`config.mk`:
```
export PLATFORM = sky130hd
export DESIGN_NAME = txStreamer
export DESIGN_NICKNAME = d
export VERILOG_FILES = /design/src/hw/txStreamer.sv
export VERILOG_INCLUDE_DIRS = /design/src /design/src/hw
export SDC_FILE = /design/constraint.sdc
export NUM_CORES = 1
export LEC_CHECK = 0
export BUFFER_PORTS_ARGS = -buffer_cell sky130_fd_sc_hd__buf_2
export CELL_PAD_IN_SITES_DETAIL_PLACEMENT = 1
export CELL_PAD_IN_SITES_GLOBAL_PLACEMENT = 1
export CORE_MARGIN = 5
export CORE_UTILIZATION = 28
export DETAILED_ROUTE_END_ITERATION = 10
export GPL_TIMING_DRIVEN = 0
export PLACE_DENSITY_LB_ADDON = 0.1
export REMOVE_ABC_BUFFERS = 1
export SYNTH_ARGS = -nofsm -noshare
export SYNTH_HDL_FRONTEND = slang
export SYNTH_SLANG_ARGS = --single-unit
export TNS_END_PERCENT = 10
```
`constraint.sdc`:
```
create_clock -name Clock -period 4.6 [get_ports Clock]
set_input_delay 0.46 -clock Clock [delete_from_list [all_inputs] [get_ports Clock]]
set_output_delay 0.46 -clock Clock [all_outputs]
set_load 0.01 [all_outputs]
```
`src/hw/ethPktConsts.svh`:
```
/*
 * Ethernet packet buffer constants
 * Bus and RAM widths, buffer depth, maximum packet length,
 * register address map and status word layout
 */
`ifndef ETH_PKT_CONSTS_SVH
`define ETH_PKT_CONSTS_SVH

// ---------------------------------------------------------------------------
// Bus and buffer geometry
// ---------------------------------------------------------------------------
`define ETH_BUS_WIDTH 16
`define ETH_ADDR_WIDTH 13
// Each buffer RAM holds 2048 words of 16 bits
`define ETH_RAM_WORDS 2048
`define ETH_RAM_ADDR_WIDTH 11
// Largest length the streamer will send, in bytes
`define ETH_MAX_PKT_BYTES 4096
// Wide enough to hold the full maximum count
`define ETH_TX_CNT_WIDTH 13

// ---------------------------------------------------------------------------
// Register address map
// ---------------------------------------------------------------------------
`define ETH_ADDR_STATUS 2048
`define ETH_ADDR_RX_READY 2049
`define ETH_ADDR_TX_START 2050
`define ETH_ADDR_TX_LEN 2051
// MAC1 and MAC2 follow at the next two addresses
`define ETH_ADDR_MAC0 2053
// IP1 follows at the next address
`define ETH_ADDR_IP0 2056
`define ETH_ADDR_PORT 2061
`define ETH_ADDR_TEST 2062
`define ETH_ADDR_TX_COUNT 2066
`define ETH_ADDR_TX_COUNT_CLR 2068
// Transmit RAM bus window, 2048 words from here
`define ETH_TX_RAM_BASE 4096

// Status word: bit 15 always set, ready flag here, rest zero
`define ETH_STATUS_READY_BIT 13

`endif

```
`src/hw/txStreamer.sv`:
```
/*
 * Transmit streamer
 * Request and grant with the FIFO owner, byte counter over the
 * transmit RAM, FIFO strobe with back-pressure and end pulse
 */
`timescale 1ns/1ps
`include "ethPktConsts.svh"

module txStreamer (
	input  logic Clock,
	input  logic rst_i,
	input  logic txStart_i,
	input  logic [`ETH_BUS_WIDTH-1:0] txLenBytes_i,
	input  logic txGrant_i,
	input  logic fifoFull_i,
	// Transmit RAM byte port
	output logic [`ETH_RAM_ADDR_WIDTH:0] byteAddr_o,
	input  logic [7:0] byteData_i,
	// Outgoing FIFO side
	output logic txRequest_o,
	output logic [7:0] txData_o,
	output logic txStrobe_o,
	output logic txEnd_o,
	output logic txDone_o
);

	logic requestQ;
	logic activeQ;
	logic strobeQ;
	logic endQ;
	logic [`ETH_TX_CNT_WIDTH-1:0] byteCnt;
	logic [`ETH_TX_CNT_WIDTH-1:0] lastCnt;
	logic [`ETH_TX_CNT_WIDTH-1:0] cappedLen;
	logic advance;
	logic finished;

	// Lengths above the maximum are clipped
	always_comb begin
		if (txLenBytes_i > `ETH_MAX_PKT_BYTES) begin
			cappedLen = `ETH_TX_CNT_WIDTH'(`ETH_MAX_PKT_BYTES);
		end else begin
			cappedLen = txLenBytes_i[`ETH_TX_CNT_WIDTH-1:0];
		end
	end

	// ------------------------------------------------------------------------
	// Request and grant
	// ------------------------------------------------------------------------
	// Start is ignored while a request or a transfer is pending
	always_ff @(posedge Clock) begin
		if (rst_i) begin
			requestQ <= 1'b0;
		end else if (requestQ && txGrant_i) begin
			requestQ <= 1'b0;
		end else if (txStart_i && !activeQ) begin
			requestQ <= 1'b1;
		end
	end

	// ------------------------------------------------------------------------
	// Byte counter
	// ------------------------------------------------------------------------
	// A new byte address only while the FIFO has room
	assign advance = activeQ && !fifoFull_i && (byteCnt != lastCnt);
	assign finished = activeQ && (byteCnt == lastCnt);

	always_ff @(posedge Clock) begin
		if (rst_i) begin
			activeQ <= 1'b0;
			byteCnt <= '0;
		end else if (requestQ && txGrant_i) begin
			activeQ <= 1'b1;
			byteCnt <= '0;
		end else if (finished) begin
			activeQ <= 1'b0;
		end else if (advance) begin
			byteCnt <= byteCnt + 1'b1;
		end
	end

	// Length latched at grant so a bus write cannot disturb the packet
	always_ff @(posedge Clock) begin
		if (requestQ && txGrant_i) begin
			lastCnt <= cappedLen;
		end
	end

	// Below the maximum while advancing, so the top bit is always clear here
	assign byteAddr_o = byteCnt[`ETH_RAM_ADDR_WIDTH:0];

	// ------------------------------------------------------------------------
	// FIFO strobe and end
	// ------------------------------------------------------------------------
	// RAM data arrives one cycle after the address, strobe follows it
	always_ff @(posedge Clock) begin
		if (rst_i) begin
			strobeQ <= 1'b0;
			endQ <= 1'b0;
		end else begin
			strobeQ <= advance;
			endQ <= finished;
		end
	end

	assign txRequest_o = requestQ;
	assign txData_o = byteData_i;
	assign txStrobe_o = strobeQ;
	// End and done are the same pulse, one towards the FIFO, one to the counter
	assign txEnd_o = endQ;
	assign txDone_o = endQ;

endmodule

```
==> impl_metrics.yaml <==
route:
  drtIter0Drc: 28
  wire_per_inst_um: 14.3
  drcViolationCount: 0
  drt_pre_antenna_iters: 4
  totalWireLength_um: 3590
  vias: 1199
  drt.antenna.violating_nets: 0
  viasPerCell: 4.78
clock_network:
  postCtsHoldBufs: 0
  insertion_delay_ps: 280
  cts_buffer_depth: 2
  cts_root_buf: "clkbuf_8"
  cts_buffers: 5
  post_cts_buffers: 0
  clock-sinks: 30
  cts_resized: 0
  cts_tree: "done"
  h-tree-depth: 2
  path_clk_slew_ps: 60
floorplan:
  ios: 53
  dieWidth_um: 85.2
  row_count: 27
  initial_core_util: 0.288
  die_area_um2: 7270
  die_height_um: 85.2
  coreArea_um2: 5510
logic_synthesis:
  synthCells: 163
  synth_area_per_cell_um2: 9.73
  yosys.area.top_type: "edfxtp_1"
  yosysTopAreaCellShare: 0.246
  synth-edff-count: 13
  netlist-cell-type-count: 28
  yosysSeqAreaShare: 0.461
  synthArstFlopShare: 0
  synth_area_um2: 1590
  yosys_most_used_dff: "dfxtp_1"
  ys_warn_count: 0
  ys_top_cells_by_area: "edfxtp_1, dfxtp_1, buf_4"
  ys_ff_latch: 30
timing:
  relSlewSlack: 0.508
  worstMarginPinSlew_ps: 738
  skew_ps: 4.83
  rsz0062_at_grt: "no"
  setup_viol: 0
  fmax_mhz: 477
  period_share: 0.455
  drv_slew: 0
  finalSetupTns_ps: 0
  hold_violations: 0
  fin_crit_ps: 2090
finish:
  fin_area_um2: 1740
  fillerInstances: 650
  diodes: 0
  final_common_cell: "buf_2"
  area_growth_pct: 10.0
  final_cell_mix: "buf_2, dfxtp_1, a21oi_1"
  drive_gt1_frac: 0.246
  final_cells: 251
  finalNetCount: 208
pwr:
  power_mw: 0.535
  irDropWorstVdd_uv: 96.5
  p_leak_nw: 0.655
  p_per_area_nw_per_um2: 307
worst_setup_path:
  cp.required_ps: 4810
  crit_path_cell_trace: "xor2_1, nor4_1, and4_1, o21ai_0, a21oi_1"
  worstSetupStartpointType: "register"
  critical_path_peak_fanout: 26
  crit_family: "simple AND/OR/NAND/NOR gates"
  critPathBufInv: 0
  cp_slowest_cell: "and4_1"
  setup.worst_path.class: "reg2reg"
  max_stage_delay_ps: 740
  end_kind: "register"
  crit_arrival_ps: 2300
grt:
  grt_pass1_wl_um: 6000
  grt_usage: 0.104
  grt_busiest_layer: "met2"
  antenna_found_initial: 0
  grt_max_degree: 27
  met3_usage: 0.0495
  gr-total-overflow: 0
  grt_pass1_vias: 1266
  use_met1: 0.118
  use_met2: 0.170
place:
  place_area_um2: 1650
  dp_hpwl_um: 2810
  dp_cells: 243
  gp_congestion: 0.653
  port_buffers: 36
hold_path:
  hp-class: "in2reg"
status:
  status: "finished, final reports clean"
run:
  max_cap_viol_count: 0
==> path summary, 6_finish.rpt <==
check / from / endpoint / slack (ps) / depth (start not counted)
worst min-delay path: rst_i / activeQ / 380 / 2
worst min register to register: txRequest_o / txRequest_o / 520 / 2
worst max register to register: byteCnt[0] / byteCnt[10] / 2510 / 5
worst max-delay path: byteCnt[0] / byteCnt[10] / 2510 / 5
==> power breakdown <==
part           leakage, nW  internal, mW  switching [mW]
sequential           0.251         0.285         0.00381
combinational        0.358        0.0131          0.0167
clock               0.0455         0.122          0.0950
==> metrics by stage <==
| step | hold WS [ps] | setup WS (ps) | utilization |
|---|---|---|---|
| after floorplan | 470 | 2840 | - |
| after global placement | 471 | 2450 | 0.300 |
| after detailed placement | 515 | 2410 | 0.300 |
| after CTS | 367 | 2470 | 0.317 |
| after global routing | 385 | 2200 | 0.317 |
| final | 375 | 2510 | 0.317 |
==> routing by layer <==
| layer | vias up | part of all wire |
|---|---|---|
| met2 | 42 | 0.47 |
| met4 | 0 | 0.017 |
| met1 | 555 | 0.45 |
| met5 | - | 0 |
| met3 | 7 | 0.067 |
| li1 | 595 | - |
==> flip-flops by register name, indices dropped and copies added (netlist names) <==
signal	count
byteCnt	13
lastCnt	13
activeQ	1
txDone_o	1
txRequest_o	1
txStrobe_o	1
==> synthesized netlist by cell type, types with 3 or more instances <==
cell / count
buf_4: 21
or3_1: 8
or4_1: 6
dfxtp_1: 17
nand2_1: 6
edfxtp_1: 13
nor4_1: 6
nor3_1: 3
a21oi_1: 15
o31ai_1: 5
clkbuf_1: 3
and2_1: 13
nand4_1: 5
xor2_1: 13
o21ai_0: 7
nand3_1: 3
nor2_1: 5
==> logic make-up (layout without fill, tap and decap cells) <==
kind of cell / after synthesis / count (layout) / synth area share
simple gates: 60 / 60 / 0.222
xor+xnor: 13 / 13 / 0.0718
flops: 30 / 30 / 0.461
buf+inv: 30 / 46 / 0.132
fa+ha+maj: 1 / 1 / 0.00789
compound gates: 29 / 29 / 0.106
==> area by class of cell <==
class	instances	area, um2	area share
clock buffers	8	90.1	0.0517
inverters	2	7.51	0.00430
multi-input cells	103	646	0.370
flip-flops and latches	30	731	0.419
well taps	72	90.1	0.0517
repair buffers	36	180	0.103
(Power assumes the default switching activity.)
