`src/hw/ethPktConsts.svh`:
```
/*
 * Ethernet packet buffer constants
 * Bus and RAM widths, buffer depth, maximum packet length,
 * register address map and status word layout
 */
`ifndef ETH_PKT_CONSTS_SVH
`define ETH_PKT_CONSTS_SVH

// ---------------------------------------------------------------------------
// Bus and buffer geometry
// ---------------------------------------------------------------------------
`define ETH_BUS_WIDTH 16
`define ETH_ADDR_WIDTH 13
// Each buffer RAM holds 2048 words of 16 bits
`define ETH_RAM_WORDS 2048
`define ETH_RAM_ADDR_WIDTH 11
// Largest length the streamer will send, in bytes
`define ETH_MAX_PKT_BYTES 4096
// Wide enough to hold the full maximum count
`define ETH_TX_CNT_WIDTH 13

// ---------------------------------------------------------------------------
// Register address map
// ---------------------------------------------------------------------------
`define ETH_ADDR_STATUS 2048
`define ETH_ADDR_RX_READY 2049
`define ETH_ADDR_TX_START 2050
`define ETH_ADDR_TX_LEN 2051
// MAC1 and MAC2 follow at the next two addresses
`define ETH_ADDR_MAC0 2053
// IP1 follows at the next address
`define ETH_ADDR_IP0 2056
`define ETH_ADDR_PORT 2061
`define ETH_ADDR_TEST 2062
`define ETH_ADDR_TX_COUNT 2066
`define ETH_ADDR_TX_COUNT_CLR 2068
// Transmit RAM bus window, 2048 words from here
`define ETH_TX_RAM_BASE 4096

// Status word: bit 15 always set, ready flag here, rest zero
`define ETH_STATUS_READY_BIT 13

`endif

```
`src/hw/ethPktPkg.sv`:
```
/*
 * Shared types of the Ethernet packet buffer
 * Bus request, exported configuration and bus word union
 */
`include "ethPktConsts.svh"

package ethPktPkg;

	// -----------------------------------------------------------------------
	// Local bus
	// -----------------------------------------------------------------------
	// One bus cycle as seen by the slave
	typedef struct packed {
		logic select;
		// High for a write, low for a read
		logic write;
		logic strobe;
		logic [`ETH_ADDR_WIDTH-1:0] addr;
		logic [`ETH_BUS_WIDTH-1:0] data;
	} busReq_t;

	// -----------------------------------------------------------------------
	// Configuration handed to the header builder
	// -----------------------------------------------------------------------
	// MAC word 0 is the most significant part
	typedef struct packed {
		logic [3*`ETH_BUS_WIDTH-1:0] macAddr;
		logic [2*`ETH_BUS_WIDTH-1:0] ipAddr;
		logic [`ETH_BUS_WIDTH-1:0] udpPort;
	} moduleConfig_t;

	// -----------------------------------------------------------------------
	// Buffer word
	// -----------------------------------------------------------------------
	// Network order, high byte goes out first
	typedef struct packed {
		logic [7:0] hiByte;
		logic [7:0] loByte;
	} busBytes_t;

	// Same stored word seen as a bus value or as two stream bytes
	typedef union packed {
		logic [`ETH_BUS_WIDTH-1:0] raw;
		busBytes_t bytes;
	} busWord_u;

endpackage

```
`src/hw/busRegisterFile.sv`:
```
/*
 * Local bus slave of the packet buffer
 * Address decode, RAM write enables, control and configuration
 * registers, transmitted packet counter and registered read mux
 */
`timescale 1ns/1ps
`include "ethPktConsts.svh"

module busRegisterFile (
	input  logic Clock,
	input  logic rst_i,
	input  ethPktPkg::busReq_t busReq_i,
	output logic [`ETH_BUS_WIDTH-1:0] busData_o,
	// RAM side
	output logic rxWrEn_o,
	output logic txWrEn_o,
	output logic [`ETH_RAM_ADDR_WIDTH-1:0] ramRdAddr_o,
	input  ethPktPkg::busWord_u rxRdData_i,
	input  ethPktPkg::busWord_u txRdData_i,
	// Control
	input  logic intStart_i,
	input  logic txDone_i,
	output logic txStart_o,
	output logic [`ETH_BUS_WIDTH-1:0] txLenBytes_o,
	output logic rxReady_o,
	output ethPktPkg::moduleConfig_t moduleConfig_o
);

	logic wrCycle;
	logic rdCycle;
	logic inRxWin;
	logic inTxWin;
	logic rxReady;
	logic [`ETH_BUS_WIDTH-1:0] txLen;
	logic [`ETH_BUS_WIDTH-1:0] mac0;
	logic [`ETH_BUS_WIDTH-1:0] mac1;
	logic [`ETH_BUS_WIDTH-1:0] mac2;
	logic [`ETH_BUS_WIDTH-1:0] ip0;
	logic [`ETH_BUS_WIDTH-1:0] ip1;
	logic [`ETH_BUS_WIDTH-1:0] udpPort;
	logic [`ETH_BUS_WIDTH-1:0] testReg;
	logic [`ETH_BUS_WIDTH-1:0] txCount;
	logic [`ETH_BUS_WIDTH-1:0] statusWord;
	logic [`ETH_BUS_WIDTH-1:0] regRdData;
	logic [`ETH_BUS_WIDTH-1:0] regDataQ;
	logic rdRxQ;
	logic rdTxQ;

	// ------------------------------------------------------------------------
	// Decode
	// ------------------------------------------------------------------------
	assign wrCycle = busReq_i.select & busReq_i.write & busReq_i.strobe;
	assign rdCycle = busReq_i.select & ~busReq_i.write;

	// Receive RAM sits at the bottom of the map
	assign inRxWin = (busReq_i.addr < `ETH_RAM_WORDS);
	assign inTxWin = (busReq_i.addr >= `ETH_TX_RAM_BASE) &&
		(busReq_i.addr < `ETH_TX_RAM_BASE + `ETH_RAM_WORDS);

	assign rxWrEn_o = wrCycle & inRxWin;
	assign txWrEn_o = wrCycle & inTxWin;
	// Both windows are 2048 aligned, low bits are the word address
	assign ramRdAddr_o = busReq_i.addr[`ETH_RAM_ADDR_WIDTH-1:0];

	// ------------------------------------------------------------------------
	// Control registers
	// ------------------------------------------------------------------------
	// Ready flag, set by the bus or by a finished transmission
	always_ff @(posedge Clock) begin
		if (rst_i) begin
			rxReady <= 1'b0;
		end else if (intStart_i) begin
			rxReady <= 1'b0;
		end else if ((wrCycle && busReq_i.addr == `ETH_ADDR_RX_READY) || txDone_i) begin
			rxReady <= 1'b1;
		end
	end

	// Start strobe towards the streamer
	always_ff @(posedge Clock) begin
		if (rst_i) begin
			txStart_o <= 1'b0;
		end else begin
			txStart_o <= wrCycle && (busReq_i.addr == `ETH_ADDR_TX_START);
		end
	end

	// Counts finished packets, a write to the clear address wins
	always_ff @(posedge Clock) begin
		if (rst_i) begin
			txCount <= '0;
		end else if (wrCycle && busReq_i.addr == `ETH_ADDR_TX_COUNT_CLR) begin
			txCount <= '0;
		end else if (txDone_i) begin
			txCount <= txCount + 1'b1;
		end
	end

	// Configuration and length
	always_ff @(posedge Clock) begin
		if (rst_i) begin
			txLen <= '0;
			mac0 <= '0;
			mac1 <= '0;
			mac2 <= '0;
			ip0 <= '0;
			ip1 <= '0;
			udpPort <= '0;
			testReg <= '0;
		end else if (wrCycle) begin
			case (busReq_i.addr)
				`ETH_ADDR_TX_LEN: txLen <= busReq_i.data;
				`ETH_ADDR_MAC0: mac0 <= busReq_i.data;
				`ETH_ADDR_MAC0 + 1: mac1 <= busReq_i.data;
				`ETH_ADDR_MAC0 + 2: mac2 <= busReq_i.data;
				`ETH_ADDR_IP0: ip0 <= busReq_i.data;
				`ETH_ADDR_IP0 + 1: ip1 <= busReq_i.data;
				`ETH_ADDR_PORT: udpPort <= busReq_i.data;
				`ETH_ADDR_TEST: testReg <= busReq_i.data;
				default: ;
			endcase
		end
	end

	assign txLenBytes_o = txLen;
	assign rxReady_o = rxReady;
	assign moduleConfig_o.macAddr = {mac0, mac1, mac2};
	assign moduleConfig_o.ipAddr = {ip0, ip1};
	assign moduleConfig_o.udpPort = udpPort;

	// ------------------------------------------------------------------------
	// Read path
	// ------------------------------------------------------------------------
	always_comb begin
		statusWord = 16'h8000;
		statusWord[`ETH_STATUS_READY_BIT] = rxReady;
	end

	// Write only and unmapped addresses give zero
	always_comb begin
		case (busReq_i.addr)
			`ETH_ADDR_STATUS: regRdData = statusWord;
			`ETH_ADDR_TX_LEN: regRdData = txLen;
			`ETH_ADDR_MAC0: regRdData = mac0;
			`ETH_ADDR_MAC0 + 1: regRdData = mac1;
			`ETH_ADDR_MAC0 + 2: regRdData = mac2;
			`ETH_ADDR_IP0: regRdData = ip0;
			`ETH_ADDR_IP0 + 1: regRdData = ip1;
			`ETH_ADDR_PORT: regRdData = udpPort;
			`ETH_ADDR_TEST: regRdData = testReg;
			`ETH_ADDR_TX_COUNT: regRdData = txCount;
			default: regRdData = '0;
		endcase
	end

	// Remember the source so RAM and register data land in the same cycle
	always_ff @(posedge Clock) begin
		if (rst_i) begin
			rdRxQ <= 1'b0;
			rdTxQ <= 1'b0;
			regDataQ <= '0;
		end else begin
			rdRxQ <= rdCycle & inRxWin;
			rdTxQ <= rdCycle & inTxWin;
			regDataQ <= rdCycle ? regRdData : '0;
		end
	end

	always_comb begin
		if (rdRxQ) begin
			busData_o = rxRdData_i.raw;
		end else if (rdTxQ) begin
			busData_o = txRdData_i.raw;
		end else begin
			busData_o = regDataQ;
		end
	end

endmodule

```
`config.mk`:
```
export PLATFORM = sky130hd
export DESIGN_NAME = busRegisterFile
export DESIGN_NICKNAME = d
export VERILOG_FILES = /design/src/hw/ethPktPkg.sv /design/src/hw/busRegisterFile.sv
export VERILOG_INCLUDE_DIRS = /design/src /design/src/hw
export SDC_FILE = /design/constraint.sdc
export NUM_CORES = 1
export LEC_CHECK = 0
export BUFFER_PORTS_ARGS = -buffer_cell sky130_fd_sc_hd__buf_4
export CORE_UTILIZATION = 52
export CTS_CLUSTER_SIZE = 25
export DETAILED_ROUTE_END_ITERATION = 8
export GPL_TIMING_DRIVEN = 1
export PLACE_DENSITY = 0.77
export REMOVE_ABC_BUFFERS = 1
export SYNTH_ARGS = -nofsm -noshare
export SYNTH_HDL_FRONTEND = slang
export SYNTH_SLANG_ARGS = --single-unit
```
`constraint.sdc`:
```
create_clock -name Clock -period 2.6 [get_ports Clock]
set_input_delay 0.26 -clock Clock [delete_from_list [all_inputs] [get_ports Clock]]
set_output_delay 0.26 -clock Clock [all_outputs]
set_load 0.02 [all_outputs]
```
==> flow_summary_export.csv <==
group,metric,value,unit
cts,cts-resized-gates,0,
yosys,ys_ff_latch,164,
route,ant_nets,0,
power,p_leak,3.89,nW
setup_path,crit_chain,"buf_4, or4b_1, or2_1, nor4_4, buf_4, a22oi_1, a31oi_1",
setup_path,endpoint_kind,"flop",
setup_path,critPathBufInv,2,
yosys,ys_seq_area_share,44.7,%
die,die_y,121,um
cts,clkSlewWorstSetupHoldPaths,0.06,ns
power,max-vdd-ir-drop,0.366,mV
yosys,async_reset_ff_share,0,%
sta,slew_viol_final,0,
cts,numCtsBuffers,17,
min_path,hold_class,"primary input to flop",
yosys,synth_edf_count,0,
finish,area_delta_synth_final,30.4,%
sta,rsz0062_at_grt,"no",
yosys,syn_inst,891,
die,initial_core_util,53.1,%
cts,clockRootBuffer,"clkbuf_16",
sta,fin_ws,0.475,ns
placed_design,post-place-ws,0.116,ns
yosys,synth.distinct_cells,46,
die,die-area,0.0146,mm2
die,io_pins,211,
power,power_density,535,mW/mm2
route,post_drt_wl_per_cell,18.9,um
global_route,grt_use_total,32.3,%
cts,htree_levels,4,
cts,clk_latency,0.43,ns
setup_path,critPathSlowestCell,"or4b_1",
finish,diodes,0,
yosys,mappedNetlistArea,0.00735,mm2
sta,hold_viol,0,
setup_path,crit_required,2.91,ns
sta,fin_crit_sh,81.7,%
setup_path,cp_slowest_stage_delay,0.56,ns
sta,worst_pin_slew,0.838,ns
die,fp.coreArea,0.0138,mm2
cts,clock_path_buffers,2,
setup_path,cp.arrival,2.44,ns
sta,tns,0,ns
route,drtIter0Drc,924,
setup_path,reg2reg_slack,0.82,ns
route,vias,7425,
job,max-cap-violations,0,
run_status,status,"completed",
die,die_w,121,um
die,num_rows,43,
placed_design,io_buffers,210,
setup_path,cp_max_fo,14,
sta,finalSetupViolCount,0,
route,avgViaCountPerCell,5.91,
finish,fillers,1122,
placed_design,dp_hpwl,16900,um
finish,ff_latch_area,0.00328,mm2
global_route,grt_first_pass_wirelength,36000,um
cts,clock_sinks,164,
cts,cts_tree,"yes",
sta,maxSlewHeadroom,44.1,%
setup_path,path_common_cell,"buf_4",
global_route,antenna_found_initial,0,
yosys,syn_area_per_cell,8.25,um2
placed_design,routabilityCongestion,0.926,
setup_path,crit_type,"primary input to flop",
route,drt_wl_total,23700,um
route,drtPass1Iterations,7,
yosys,yosys_warnings,0,
sta,post-route-min-period,2.12,ns
setup_path,crit_family,"simple AND/OR/NAND/NOR gates",
sta,clock-skew-final,0.00566,ns
yosys,ys.flop_type,"dfxtp_1",
global_route,grt_pass1_vias,6660,
setup_path,start_kind,"primary input",
sta,timing.fmax,471,MHz
finish,drive_gt1_share,26.0,%
finish,fin_nets,1135,
global_route,grt_overflow,0,
route,drc,0,
global_route,grt_max_degree,123,
finish,multi_input_area,0.00361,mm2
-- report_power, final --
group | total [mW] | switching (mW) | internal, mW
Combinational | 0.310 | 0.189 | 0.121
Clock | 2.29 | 0.957 | 1.33
Sequential | 2.52 | 0.00747 | 2.52
Total | 5.12 | 1.15 | 3.97
-- sequential cells by signal, summed over array words and instances, names as in the netlist --
register,count
regDataQ,16
txLenBytes_o,16
mac2,16
rdTxQ,1
ip1,16
rxReady_o,1
rdRxQ,1
testReg,16
txStart_o,1
ip0,16
txCount,16
mac1,16
udpPort,16
mac0,16
-- layer usage --
metal  share of wire, %  GRT usage (%)
met2                 47           50.2
met3                 10           7.52
met1                 41           43.5
met4                2.1           11.9
met5                  0              0
-- area by class of cell --
cell class                      count  share of cell area [%]
Clock buffer                       26                    4.90
Clock inverter                      4                   0.535
Inverter                            2                  0.0783
Multi-Input combinational cell    633                    37.6
Sequential cell                   164                    34.3
Tap cell                          180                    2.35
Timing Repair Buffer              248                    20.2
-- timing repair --
action,in CTS,in global routing
hold buffers,1,0
endpoints found under the hold margin,1,0
setup buffers,0,0
-- kinds of logic after synthesis --
logic type	share of synthesized area, %
xor gates and xnor gates	1.67
DFF	44.7
muxes	7.14
AOI/OAI and AO/OA	19.3
buffers and inverters	6.23
and+or+nand+nor	20.8
adders and majority gates	0.170
-- worst paths after layout --
path / startpoint / end / cells past startpoint
max reg2reg: txCount[3] / txCount[15] / 5
max: busReq_i[24] / regDataQ[8] / 7
min: busReq_i[28] / rdRxQ / 2
min reg2reg: testReg[0] / testReg[0] / 2
-- stage by stage --
| step | util, % | power, mW | instances | hold slack [ns] | area [um2] |
|---|---|---|---|---|---|
| floorplan | - | 2.65 | 799 | 0.329 | 6900 |
| global placement | 65.5 | 2.88 | 1226 | 0.427 | 9050 |
| detailed placement | 65.5 | 2.88 | 1226 | 0.434 | 9050 |
| CTS | 69.3 | 5.12 | 1257 | 0.0123 | 9580 |
| global route | 69.3 | 5.25 | 1257 | 0.0353 | 9580 |
| finish | 69.3 | 5.12 | 1257 | 0.0266 | 9580 |
-- placed cells by master, fill, tap and decap left out, drive strengths merged, types with 3 or more instances in the layout --
cell type and count:
nand2 218, dfxtp 164, clkbuf 26, nor2 55, xnor2 5, buf 247
a31oi 14, mux2i 49, mux2 3, xor2 9, nor3 11, a21oi 102
or3 3, nand3 16, o21ai 24, a22o 27, a22oi 30, nand4 11
and3 7, nand2b 4, and4 4, nor4 9, a222oi 15
-- synthesized netlist by cell type, drive strengths merged, types with 14 or more instances --
cell type,number,area (um2)
a21oi,102,510
a222oi,15,150
a22o,27,236
a22oi,30,225
a31oi,14,87.6
buf,30,210
clkbuf,62,240
dfxtp,164,3280
mux2i,49,490
nand2,218,818
nand3,16,80.1
nor2,55,206
o21ai,24,124
No activity file was read; power rests on OpenSTA's default activity.
